==> config.mk <==
export PLATFORM = sky130hd
export DESIGN_NAME = core_top
export DESIGN_NICKNAME = d
export VERILOG_FILES = /design/src/source/core_pkg.sv /design/src/source/decoder.sv /design/src/source/regfile.sv /design/src/source/hazard_unit.sv /design/src/source/datapath.sv /design/src/source/core_top.sv
export VERILOG_INCLUDE_DIRS = /design/src /design/src/source
export SDC_FILE = /design/constraint.sdc
export NUM_CORES = 2
export LEC_CHECK = 0
export ABC_AREA = 1
export BUFFER_PORTS_ARGS = -buffer_cell sky130_fd_sc_hd__buf_2
export CAP_MARGIN = 20
export CELL_PAD_IN_SITES_DETAIL_PLACEMENT = 1
export CELL_PAD_IN_SITES_GLOBAL_PLACEMENT = 2
export CORE_UTILIZATION = 33
export DETAILED_ROUTE_END_ITERATION = 6
export PLACE_DENSITY = 0.72
export SYNTH_ARGS = -nofsm -noshare
export SYNTH_HDL_FRONTEND = slang
export SYNTH_SLANG_ARGS = --single-unit
export TNS_END_PERCENT = 5
==> constraint.sdc <==
create_clock -name clk -period 3.35 [get_ports clk]
set_clock_uncertainty 0.15 [all_clocks]
set_input_delay 0.1675 -clock clk [delete_from_list [all_inputs] [get_ports clk]]
set_output_delay 0.1675 -clock clk [all_outputs]
set_load 0.01 [all_outputs]
==> src/source/core_macros.svh <==
`ifndef CORE_MACROS_SVH
`define CORE_MACROS_SVH

`define CORE_RESET_PC 32'h0000_0000
// addi x0, x0, 0
`define CORE_NOP      32'h0000_0013
`define CORE_NUM_REGS 32

`endif

==> src/source/core_pkg.sv <==
`default_nettype none

package core_pkg;

    typedef logic [31:0] word_t;
    typedef logic [4:0]  reg_idx_t;
    typedef logic [3:0]  byte_mask_t;

    // major opcodes of the supported subset
    typedef enum logic [6:0] {
        op_reg   = 7'b0110011,
        op_imm   = 7'b0010011,
        op_lui   = 7'b0110111,
        op_load  = 7'b0000011,
        op_store = 7'b0100011
    } opcode_e;

    typedef enum logic [2:0] {
        alu_add,
        alu_sub,
        alu_and,
        alu_or,
        alu_xor,
        alu_slt,
        alu_sltu
    } alu_op_e;

    typedef enum logic [1:0] {
        fwd_none,
        fwd_mem,
        fwd_wb
    } fwd_sel_e;

    typedef enum logic [1:0] {
        size_word,
        size_byte,
        size_byte_u
    } mem_size_e;

endpackage : core_pkg

`default_nettype wire

==> src/source/decoder.sv <==
`timescale 1ns/1ps
`default_nettype none

module decoder import core_pkg::*; (
    input  word_t      instr_i,
    input  opcode_e    opcode_i,
    input  logic [2:0] funct3_i,
    input  logic [6:0] funct7_i,
    output alu_op_e    alu_op_o,
    output logic       alu_src_imm_o,
    output logic       is_load_o,
    output logic       is_store_o,
    output logic       reg_write_o,
    output logic       use_lui_o,
    output mem_size_e  mem_size_o,
    output word_t      imm_o
);

    word_t   i_imm;
    word_t   s_imm;
    word_t   u_imm;
    alu_op_e f3_op;
    logic    f3_ok;

    assign i_imm = {{20{instr_i[31]}}, instr_i[31:20]};
    assign s_imm = {{20{instr_i[31]}}, instr_i[31:25], instr_i[11:7]};
    assign u_imm = {instr_i[31:12], 12'b0};

    // shared funct3 map for register and immediate ops
    always_comb begin
        f3_ok = 1'b1;
        case (funct3_i)
            3'b000:  f3_op = alu_add;
            3'b010:  f3_op = alu_slt;
            3'b011:  f3_op = alu_sltu;
            3'b100:  f3_op = alu_xor;
            3'b110:  f3_op = alu_or;
            3'b111:  f3_op = alu_and;
            default: begin
                f3_op = alu_add;
                f3_ok = 1'b0;
            end
        endcase
    end

    always_comb begin
        alu_op_o      = alu_add;
        alu_src_imm_o = 1'b0;
        is_load_o     = 1'b0;
        is_store_o    = 1'b0;
        reg_write_o   = 1'b0;
        use_lui_o     = 1'b0;
        mem_size_o    = size_word;
        imm_o         = i_imm;
        case (opcode_i)
            op_reg: begin
                alu_op_o    = funct7_i[5] ? alu_sub : f3_op;
                reg_write_o = f3_ok && (funct7_i == 7'h00 ||
                              (funct7_i == 7'h20 && funct3_i == 3'b000));
            end
            op_imm: begin
                // no sltiu in this subset
                alu_op_o      = f3_op;
                alu_src_imm_o = 1'b1;
                reg_write_o   = f3_ok && funct3_i != 3'b011;
            end
            op_lui: begin
                use_lui_o   = 1'b1;
                reg_write_o = 1'b1;
                imm_o       = u_imm;
            end
            op_load: begin
                alu_src_imm_o = 1'b1;
                mem_size_o    = (funct3_i == 3'b100) ? size_byte_u :
                                (funct3_i == 3'b000) ? size_byte : size_word;
                is_load_o     = funct3_i inside {3'b000, 3'b010, 3'b100};
                reg_write_o   = is_load_o;
            end
            op_store: begin
                alu_src_imm_o = 1'b1;
                imm_o         = s_imm;
                mem_size_o    = (funct3_i == 3'b000) ? size_byte : size_word;
                is_store_o    = funct3_i inside {3'b000, 3'b010};
            end
            default: ;
        endcase
    end

endmodule : decoder

`default_nettype wire

==> src/source/regfile.sv <==
`timescale 1ns/1ps
`default_nettype none
`include "core_macros.svh"

module regfile import core_pkg::*; (
    input  logic     clk,
    input  logic     arst_n_i,
    input  logic     we_i,
    input  reg_idx_t waddr_i,
    input  word_t    wdata_i,
    input  reg_idx_t raddr1_i,
    input  reg_idx_t raddr2_i,
    output word_t    rdata1_o,
    output word_t    rdata2_o
);

    word_t regs_q [`CORE_NUM_REGS];
    logic  wr_live;

    assign wr_live = we_i && (waddr_i != '0);

    always_ff @(posedge clk or negedge arst_n_i) begin
        if (!arst_n_i) begin
            for (int i = 0; i < `CORE_NUM_REGS; i++) begin
                regs_q[i] <= '0;
            end
        end else if (wr_live) begin
            regs_q[waddr_i] <= wdata_i;
        end
    end

    // write-through, so ID sees the value retiring in WB
    assign rdata1_o = (wr_live && waddr_i == raddr1_i) ? wdata_i : regs_q[raddr1_i];
    assign rdata2_o = (wr_live && waddr_i == raddr2_i) ? wdata_i : regs_q[raddr2_i];

endmodule : regfile

`default_nettype wire

==> src/source/hazard_unit.sv <==
`timescale 1ns/1ps
`default_nettype none

module hazard_unit import core_pkg::*; (
    input  reg_idx_t id_rs1_i,
    input  reg_idx_t id_rs2_i,
    input  reg_idx_t ex_rs1_i,
    input  reg_idx_t ex_rs2_i,
    input  reg_idx_t ex_rd_i,
    input  reg_idx_t mem_rd_i,
    input  reg_idx_t wb_rd_i,
    input  logic     ex_is_load_i,
    input  logic     mem_reg_write_i,
    input  logic     wb_reg_write_i,
    output logic     stall_o,
    output fwd_sel_e fwd1_sel_o,
    output fwd_sel_e fwd2_sel_o
);

    logic mem_live;
    logic wb_live;

    assign mem_live = mem_reg_write_i && (mem_rd_i != '0);
    assign wb_live  = wb_reg_write_i && (wb_rd_i != '0);

    // load result is not ready until WB
    assign stall_o = ex_is_load_i && (ex_rd_i != '0) &&
                     (ex_rd_i == id_rs1_i || ex_rd_i == id_rs2_i);

    // younger result in MEM wins over WB
    always_comb begin
        fwd1_sel_o = fwd_none;
        fwd2_sel_o = fwd_none;
        if (mem_live && mem_rd_i == ex_rs1_i) begin
            fwd1_sel_o = fwd_mem;
        end else if (wb_live && wb_rd_i == ex_rs1_i) begin
            fwd1_sel_o = fwd_wb;
        end
        if (mem_live && mem_rd_i == ex_rs2_i) begin
            fwd2_sel_o = fwd_mem;
        end else if (wb_live && wb_rd_i == ex_rs2_i) begin
            fwd2_sel_o = fwd_wb;
        end
    end

endmodule : hazard_unit

`default_nettype wire

==> src/source/datapath.sv <==
`timescale 1ns/1ps
`default_nettype none
`include "core_macros.svh"

module datapath import core_pkg::*; (
    input  logic       clk,
    input  logic       arst_n_i,
    // ID-stage controls
    input  alu_op_e    alu_op_i,
    input  logic       alu_src_imm_i,
    input  logic       is_load_i,
    input  logic       is_store_i,
    input  logic       reg_write_i,
    input  logic       use_lui_i,
    input  mem_size_e  mem_size_i,
    input  word_t      imm_i,
    input  logic       stall_i,
    input  fwd_sel_e   fwd1_sel_i,
    input  fwd_sel_e   fwd2_sel_i,
    input  word_t      imem_rdata_i,
    input  word_t      dmem_rdata_i,
    output opcode_e    opcode_o,
    output logic [2:0] funct3_o,
    output logic [6:0] funct7_o,
    output reg_idx_t   rs1_o,
    output reg_idx_t   rs2_o,
    output reg_idx_t   rd_o,
    output word_t      instr_o,
    // to hazard unit
    output reg_idx_t   ex_rs1_o,
    output reg_idx_t   ex_rs2_o,
    output reg_idx_t   ex_rd_o,
    output logic       ex_is_load_o,
    output reg_idx_t   mem_rd_o,
    output logic       mem_reg_write_o,
    output reg_idx_t   wb_rd_o,
    output logic       wb_reg_write_o,
    output word_t      imem_addr_o,
    output word_t      dmem_addr_o,
    output word_t      dmem_wdata_o,
    output byte_mask_t dmem_wmask_o,
    output byte_mask_t dmem_rmask_o,
    output logic       commit_valid_o,
    output reg_idx_t   commit_rd_o,
    output word_t      commit_data_o
);

    word_t      pc_q;
    word_t      if_id_instr_q;
    word_t      rf_rdata1, rf_rdata2;

    logic       ex_reg_write_q, ex_is_load_q, ex_is_store_q, ex_use_lui_q, ex_src_imm_q;
    alu_op_e    ex_alu_op_q;
    mem_size_e  ex_size_q;
    reg_idx_t   ex_rd_q, ex_rs1_q, ex_rs2_q;
    word_t      ex_rs1_data_q, ex_rs2_data_q, ex_imm_q;
    word_t      op_a, op_b, alu_b, alu_out;

    logic       mem_reg_write_q, mem_is_load_q, mem_is_store_q, mem_use_lui_q;
    mem_size_e  mem_size_q;
    reg_idx_t   mem_rd_q;
    word_t      mem_alu_q, mem_store_q, mem_imm_q, mem_fwd_data;
    byte_mask_t lane_mask;

    logic       wb_reg_write_q, wb_is_load_q, wb_use_lui_q;
    mem_size_e  wb_size_q;
    reg_idx_t   wb_rd_q;
    logic [1:0] wb_lane_q;
    word_t      wb_alu_q, wb_imm_q, wb_rdata_q, wb_data;
    logic [7:0] wb_byte;

    function automatic word_t fwd_pick(fwd_sel_e sel, word_t rf_val, word_t mem_val,
                                       word_t wb_val);
        case (sel)
            fwd_mem: return mem_val;
            fwd_wb:  return wb_val;
            default: return rf_val;
        endcase
    endfunction

    // IF and IF/ID
    always_ff @(posedge clk or negedge arst_n_i) begin
        if (!arst_n_i) begin
            pc_q          <= `CORE_RESET_PC;
            if_id_instr_q <= `CORE_NOP;
        end else if (!stall_i) begin
            pc_q          <= pc_q + 32'd4;
            if_id_instr_q <= imem_rdata_i;
        end
    end

    assign imem_addr_o = pc_q;
    assign instr_o     = if_id_instr_q;
    assign opcode_o    = opcode_e'(if_id_instr_q[6:0]);
    assign rd_o        = if_id_instr_q[11:7];
    assign funct3_o    = if_id_instr_q[14:12];
    assign rs1_o       = if_id_instr_q[19:15];
    assign rs2_o       = if_id_instr_q[24:20];
    assign funct7_o    = if_id_instr_q[31:25];

    regfile regfile_inst (
        .clk, .arst_n_i,
        .we_i(wb_reg_write_q), .waddr_i(wb_rd_q), .wdata_i(wb_data),
        .raddr1_i(rs1_o), .raddr2_i(rs2_o),
        .rdata1_o(rf_rdata1), .rdata2_o(rf_rdata2)
    );

    // ID/EX, a stall drops a bubble in
    always_ff @(posedge clk or negedge arst_n_i) begin
        if (!arst_n_i) begin
            ex_reg_write_q <= 1'b0;
            ex_is_load_q   <= 1'b0;
            ex_is_store_q  <= 1'b0;
            ex_use_lui_q   <= 1'b0;
            ex_src_imm_q   <= 1'b0;
            ex_alu_op_q    <= alu_add;
            ex_size_q      <= size_word;
            ex_rd_q        <= '0;
            ex_rs1_q       <= '0;
            ex_rs2_q       <= '0;
        end else begin
            ex_reg_write_q <= reg_write_i && !stall_i;
            ex_is_load_q   <= is_load_i && !stall_i;
            ex_is_store_q  <= is_store_i && !stall_i;
            ex_use_lui_q   <= use_lui_i;
            ex_src_imm_q   <= alu_src_imm_i;
            ex_alu_op_q    <= alu_op_i;
            ex_size_q      <= mem_size_i;
            ex_rd_q        <= rd_o;
            ex_rs1_q       <= rs1_o;
            ex_rs2_q       <= rs2_o;
        end
    end

    always_ff @(posedge clk) begin
        ex_rs1_data_q <= rf_rdata1;
        ex_rs2_data_q <= rf_rdata2;
        ex_imm_q      <= imm_i;
    end

    // EX
    assign mem_fwd_data = mem_use_lui_q ? mem_imm_q : mem_alu_q;
    assign op_a  = fwd_pick(fwd1_sel_i, ex_rs1_data_q, mem_fwd_data, wb_data);
    assign op_b  = fwd_pick(fwd2_sel_i, ex_rs2_data_q, mem_fwd_data, wb_data);
    assign alu_b = ex_src_imm_q ? ex_imm_q : op_b;

    always_comb begin
        case (ex_alu_op_q)
            alu_sub:  alu_out = op_a - alu_b;
            alu_and:  alu_out = op_a & alu_b;
            alu_or:   alu_out = op_a | alu_b;
            alu_xor:  alu_out = op_a ^ alu_b;
            alu_slt:  alu_out = {31'b0, $signed(op_a) < $signed(alu_b)};
            alu_sltu: alu_out = {31'b0, op_a < alu_b};
            default:  alu_out = op_a + alu_b;
        endcase
    end

    // EX/MEM
    always_ff @(posedge clk or negedge arst_n_i) begin
        if (!arst_n_i) begin
            mem_reg_write_q <= 1'b0;
            mem_is_load_q   <= 1'b0;
            mem_is_store_q  <= 1'b0;
            mem_use_lui_q   <= 1'b0;
            mem_size_q      <= size_word;
            mem_rd_q        <= '0;
        end else begin
            mem_reg_write_q <= ex_reg_write_q;
            mem_is_load_q   <= ex_is_load_q;
            mem_is_store_q  <= ex_is_store_q;
            mem_use_lui_q   <= ex_use_lui_q;
            mem_size_q      <= ex_size_q;
            mem_rd_q        <= ex_rd_q;
        end
    end

    always_ff @(posedge clk) begin
        mem_alu_q   <= alu_out;
        mem_store_q <= op_b;
        mem_imm_q   <= ex_imm_q;
    end

    // MEM lane masks and store shift
    assign dmem_addr_o  = mem_alu_q;
    assign lane_mask    = 4'b0001 << mem_alu_q[1:0];
    assign dmem_wdata_o = (mem_size_q == size_word) ? mem_store_q :
                          mem_store_q << {mem_alu_q[1:0], 3'b000};
    assign dmem_wmask_o = !mem_is_store_q ? 4'b0000 :
                          (mem_size_q == size_word) ? 4'b1111 : lane_mask;
    assign dmem_rmask_o = !mem_is_load_q ? 4'b0000 :
                          (mem_size_q == size_word) ? 4'b1111 : lane_mask;

    // MEM/WB
    always_ff @(posedge clk or negedge arst_n_i) begin
        if (!arst_n_i) begin
            wb_reg_write_q <= 1'b0;
            wb_is_load_q   <= 1'b0;
            wb_use_lui_q   <= 1'b0;
            wb_size_q      <= size_word;
            wb_rd_q        <= '0;
        end else begin
            wb_reg_write_q <= mem_reg_write_q;
            wb_is_load_q   <= mem_is_load_q;
            wb_use_lui_q   <= mem_use_lui_q;
            wb_size_q      <= mem_size_q;
            wb_rd_q        <= mem_rd_q;
        end
    end

    always_ff @(posedge clk) begin
        wb_alu_q   <= mem_alu_q;
        wb_imm_q   <= mem_imm_q;
        wb_rdata_q <= dmem_rdata_i;
        wb_lane_q  <= mem_alu_q[1:0];
    end

    // WB mux with byte extract
    assign wb_byte = wb_rdata_q[{wb_lane_q, 3'b000} +: 8];

    always_comb begin
        if (wb_use_lui_q) begin
            wb_data = wb_imm_q;
        end else if (!wb_is_load_q) begin
            wb_data = wb_alu_q;
        end else begin
            case (wb_size_q)
                size_byte:   wb_data = {{24{wb_byte[7]}}, wb_byte};
                size_byte_u: wb_data = {24'b0, wb_byte};
                default:     wb_data = wb_rdata_q;
            endcase
        end
    end

    assign commit_valid_o = wb_reg_write_q && (wb_rd_q != '0);
    assign commit_rd_o    = wb_rd_q;
    assign commit_data_o  = wb_data;

    assign ex_rs1_o        = ex_rs1_q;
    assign ex_rs2_o        = ex_rs2_q;
    assign ex_rd_o         = ex_rd_q;
    assign ex_is_load_o    = ex_is_load_q;
    assign mem_rd_o        = mem_rd_q;
    assign mem_reg_write_o = mem_reg_write_q;
    assign wb_rd_o         = wb_rd_q;
    assign wb_reg_write_o  = wb_reg_write_q;

endmodule : datapath

`default_nettype wire

==> src/source/core_top.sv <==
`timescale 1ns/1ps
`default_nettype none

module core_top import core_pkg::*; (
    input  logic       clk,
    input  logic       arst_n_i,
    output word_t      imem_addr_o,
    input  word_t      imem_rdata_i,
    output word_t      dmem_addr_o,
    output word_t      dmem_wdata_o,
    output byte_mask_t dmem_wmask_o,
    output byte_mask_t dmem_rmask_o,
    input  word_t      dmem_rdata_i,
    output logic       commit_valid_o,
    output reg_idx_t   commit_rd_o,
    output word_t      commit_data_o
);

    opcode_e    opcode;
    logic [2:0] funct3;
    logic [6:0] funct7;
    reg_idx_t   rs1, rs2;
    word_t      instr, imm;
    alu_op_e    alu_op;
    mem_size_e  mem_size;
    logic       alu_src_imm, is_load, is_store, reg_write, use_lui;
    logic       stall;
    fwd_sel_e   fwd1_sel, fwd2_sel;
    reg_idx_t   ex_rs1, ex_rs2, ex_rd, mem_rd, wb_rd;
    logic       ex_is_load, mem_reg_write, wb_reg_write;

    decoder decoder_inst (
        .instr_i(instr), .opcode_i(opcode), .funct3_i(funct3), .funct7_i(funct7),
        .alu_op_o(alu_op), .alu_src_imm_o(alu_src_imm),
        .is_load_o(is_load), .is_store_o(is_store),
        .reg_write_o(reg_write), .use_lui_o(use_lui),
        .mem_size_o(mem_size), .imm_o(imm)
    );

    hazard_unit hazard_unit_inst (
        .id_rs1_i(rs1), .id_rs2_i(rs2),
        .ex_rs1_i(ex_rs1), .ex_rs2_i(ex_rs2), .ex_rd_i(ex_rd),
        .mem_rd_i(mem_rd), .wb_rd_i(wb_rd),
        .ex_is_load_i(ex_is_load),
        .mem_reg_write_i(mem_reg_write), .wb_reg_write_i(wb_reg_write),
        .stall_o(stall), .fwd1_sel_o(fwd1_sel), .fwd2_sel_o(fwd2_sel)
    );

    datapath datapath_inst (
        .clk, .arst_n_i,
        .alu_op_i(alu_op), .alu_src_imm_i(alu_src_imm),
        .is_load_i(is_load), .is_store_i(is_store),
        .reg_write_i(reg_write), .use_lui_i(use_lui),
        .mem_size_i(mem_size), .imm_i(imm),
        .stall_i(stall), .fwd1_sel_i(fwd1_sel), .fwd2_sel_i(fwd2_sel),
        .imem_rdata_i, .dmem_rdata_i,
        .opcode_o(opcode), .funct3_o(funct3), .funct7_o(funct7),
        .rs1_o(rs1), .rs2_o(rs2), .rd_o(), .instr_o(instr),
        .ex_rs1_o(ex_rs1), .ex_rs2_o(ex_rs2), .ex_rd_o(ex_rd),
        .ex_is_load_o(ex_is_load),
        .mem_rd_o(mem_rd), .mem_reg_write_o(mem_reg_write),
        .wb_rd_o(wb_rd), .wb_reg_write_o(wb_reg_write),
        .imem_addr_o, .dmem_addr_o, .dmem_wdata_o,
        .dmem_wmask_o, .dmem_rmask_o,
        .commit_valid_o, .commit_rd_o, .commit_data_o
    );

endmodule : core_top

`default_nettype wire

==> results.md <==
- Maxcap violations: 0
- DRT iter0 DRCs: 6764
- Worst r2r src: datapath_inst.commit_rd_o[1]$_DFF_PN0_
- Total track usage: 0.3393
- CP max stage cell: dfrtp_1
- Worst-path fanout max: 6
- Reg clk slew, reported paths: 0.07 ns
- FF+latch count, synth: 1420
- Peak supply drop: 0.4855 mV
- Worst setup path start: datapath_inst.commit_rd_o[1]$_DFF_PN0_
- Mapped Area: 77330 sq um
- Final nets: 11490
- Element type at the critical path start: flop
- Clk sinks: 1420
- Worst path most repeated cell: nand2_1
- Dpl cells: 14090
- Critical path type: reg -> reg
- Tcrit/Tclk final: 1.126
- CTS tree: built
- Clk Tree Root Cell: clkbuf_16
- Chip Width: 486.1 um
- Number of flops mapped to enable cells by yosys: 0
- Primary FF master, synth: dfrtp_1
- Power Dens Cells: 545.1 nW/um^2
- Final count of negative-setup-slack endpoints: 40
- Slew margin rel.: 0.1334
- Minimum clock period: 3.772 ns
- Clk Latency, worst-skew pair: 0.85 ns
- Outcome: complete, but fails checks
- DR vias/cell: 5.631
- Hold path startpoint: datapath_inst.mem_imm_q[23]$_DFF_P_
- Htree depth: 4
- First-pass GRT wire length: 591.5 mm
- Fillers: 28290
- Core area: 232800 sq um
- Drt drc: 0
- Synth area leaders: dfrtp_1 37%, o21ai_0 13%, nand2_1 11%
- Largest family of logic cells by synthesized area: simple AND/OR/NAND/NOR gates
- Fmax: 265.1 MHz
- Mux cell area share after synthesis: 0.002913
- Req. time, crit path: 3.91 ns
- Hold Vio Cnt, Final: 0
- Die Y-Extent: 486.1 um
- Initial Utilization: 0.3322
- Count of different cell masters after synthesis: 45
- Mapped Cells: 10760
- Synth Area in XOR/XNOR: 0.007702
- Area share of the largest cell type after synthesis: 0.3654
- Crit path cell chain: buf_6, inv_2, nand2_2, o21ai_2, inv_2, nand4_1, buf_4, nand2_4, bufbuf_16, or2_2, nand3_4, inv_1, ha_4, nand2_1, buf_4, nor3_2, buf_4, nand2_2, nand2_2, nand2_1, nand2_1, nand2_1, nand3_1, nand3_1
- Final HPWL DP: 264.0 mm
- Ys Warns: 0
- Routed wire length: 408.5 mm
- Via count: 82300
- PortBufs: 205
- Fraction of registers with async set/reset: 0.7972
- Worst-Margin Slew: 1.286 ns
- Boundary Pins: 208
- CP endpoint kind: flop
- Antenna violations before repair: 24
- Routed len/inst: 27.95 um
- Pin count of the biggest net entering global routing: 141
- Post-Synth Adder-Cell Area: 0.01654
- CP Data Arrival Time: 4.33 ns
- Vias in the first global route: 84610
- Register area share after synthesis: 0.4409
- Routability cong.: 0.9602
- Setup slack after layout: -0.4220 ns
- Layout cells sized above 1: 0.1886
- RSZ-0062 raised after global routing: true
- Failing checks: setup timing
- Syn-to-layout area delta: 26.51%
- Core Rows: 177
- Fin. max-slew vios: 0
- TritonRoute pass-1 iters: 5
- Most common library cells after synthesis: 2360 x nand2_1, 1944 x o21ai_0, 1129 x dfrtp_1
- Power, Total: 53.32 mW
- Post-route ant nets: 0
- Total grt overflow: 0
- Post-Synth Simple-Gate Area: 0.2282
- Compound-Gate Fraction of Synth Area: 0.2213
- CTS Buf Count: 176
- Syn avg cell area: 7.184 sq um
- Count leader, synth: nand2_1
- Worst path max stage delay: 0.43 ns
- Die area: 236300 sq um
- Hold Crit Class: reg -> reg
- Leakage power: 44.11 nW
- Clock Tree Buf Depth: 3
- Cell taking the most area after synthesis: dfrtp_1
- Finished Layout Cells: 14620
placed cells by master, fill, tap and decap left out, types with 18 or more instances in the layout:
cell type,netlist,routed
nand2_1,2360,2177
o21ai_0,1944,1922
dfrtp_1,1129,1117
nor2_1,1032,934
buf_4,5,785
nand3_1,794,716
inv_1,696,621
a21oi_1,517,476
o211ai_1,288,288
dfxtp_1,288,287
buf_2,125,204
a31oi_1,187,187
clkbuf_16,0,186
nand2_2,2,147
o22ai_1,147,147
dlygate4sd3_1,0,130
buf_12,0,126
inv_2,26,88
or2_2,72,71
nand3_2,2,62
nor2_2,2,56
ha_1,99,47
xor2_1,47,46
nor2_4,0,44
clkbuf_1,717,42
buf_6,0,41
o21ai_1,35,40
nand2_4,0,37
ha_4,0,37
clkbuf_8,0,37
clkinv_2,0,35
a21oi_2,0,33
nor3_1,41,28
nand4_1,26,26
mux2_2,20,20
nand3_4,0,18
worst max-delay path: cells and delay by family, from the launching register on:
| kind | cells | cell delay, ns |
|---|---|---|
| simple gates | 14 | 1.51 |
| buf+inv | 8 | 1.06 |
| flops | 1 | 0.43 |
| fa+ha+maj | 1 | 0.33 |
| compound gates | 1 | 0.12 |
flip-flops by register name (all words and copies together) (netlist names), 3 cells and up:
signal	cells
datapath_inst.regfile_inst.regs_q	1024
datapath_inst.dmem_addr_o	32
datapath_inst.ex_imm_q	32
datapath_inst.ex_rs1_data_q	32
datapath_inst.ex_rs2_data_q	32
datapath_inst.instr_o	32
datapath_inst.mem_imm_q	32
datapath_inst.mem_store_q	32
datapath_inst.wb_imm_q	32
datapath_inst.wb_rdata_q	32
datapath_inst.wb_alu_q	31
datapath_inst.imem_addr_o	30
datapath_inst.commit_rd_o	5
datapath_inst.ex_rd_o	5
datapath_inst.ex_rs1_o	5
datapath_inst.ex_rs2_o	5
datapath_inst.mem_rd_o	5
datapath_inst.ex_alu_op_q	3
cell families (layout without fill, tap and decap cells):
group / count (synthesis) / after routing
flip-flops: 1420 / 1420
AO/OA/AOI/OAI: 3160 / 3160
adder cells (fa/ha/maj): 101 / 101
multiplexers: 20 / 20
buffers and inverters: 1650 / 2358
AND/OR/NAND/NOR: 4343 / 4343
XOR/XNOR: 68 / 68
other: 1 / 15
worst paths after layout:
| path | to | slack, ns | cells past startpoint |
|---|---|---|---|
| worst max-delay path | datapath_inst.dmem_addr_o[31]$_DFF_P_ | -0.42 | 24 |
| worst min-delay path | datapath_inst.wb_imm_q[23]$_DFF_P_ | 0.18 | 0 |
| worst max register to register | datapath_inst.dmem_addr_o[31]$_DFF_P_ | -0.42 | 24 |
| worst min register to register | datapath_inst.wb_imm_q[23]$_DFF_P_ | 0.18 | 0 |
| max in group asynchronous | datapath_inst.imem_addr_o[3]$_DFFE_PN0N_ | 1.79 | 4 |
| min in group asynchronous | datapath_inst.regfile_inst.regs_q[923]$_DFFE_PN0P_ | 0.46 | 4 |
layout make-up:
type                       count  area, sq um  area share
timing repair buffer        1299        11470      0.1173
multi-input combinational   7694        39480      0.4035
antenna                       13        32.53   0.0003326
clock inverter                60        689.4    0.007048
tap                         3132         3919     0.04006
sequential                  1420        34130      0.3489
clock buffer                 263         5271     0.05389
inverter                     736         2828     0.02891
power by group:
group | switching, mW | total, mW | leakage (nW) | internal [mW]
Sequential | 0.900 | 18.9 | 18.0 | 18.0
Combinational | 9.61 | 14.3 | 23.1 | 4.70
Clock | 8.34 | 20.1 | 2.96 | 11.7
Total | 18.9 | 53.3 | 44.1 | 34.5
routing by layer:
metal / vias to the layer above / GRT usage / share of wire
met2: 2917 / 0.5411 / 0.45
met3: 886 / 0.04547 / 0.059
met5: - / 0 / 0.00016
met4: 10 / 0.1691 / 0.057
li1: 37000 / - / -
met1: 41490 / 0.4499 / 0.43
per-stage QoR:
stage | setup TNS (ns) | setup WS, ns | utilization | cell area (sq um) | hold slack (ns)
5_1_grt | -16.35 | -0.6002 | 0.4202 | 97800 | 0.2029
3_3_place_gp | -18.58 | -0.8441 | 0.3750 | 87290 | -0.05001
3_5_place_dp | -19.14 | -0.8509 | 0.3750 | 87290 | -0.05043
2_1_floorplan | -0.04982 | -0.01113 | - | 77460 | -0.2781
6_report | -10.60 | -0.4220 | 0.4203 | 97820 | 0.1843
4_1_cts | -10.01 | -0.3876 | 0.4138 | 96320 | 0.1926
what timing repair did:
action                                  4_1_cts  5_1_grt
resized for setup                           347      373
pin swaps                                    65      130
buffers inserted                             32       27
cloned                                        4        2
hold endpoints to repair                   1188        0
hold buffers                                131        0
endpoints found under the setup margin       64       56
No activity file was read; power rests on OpenSTA's default activity.
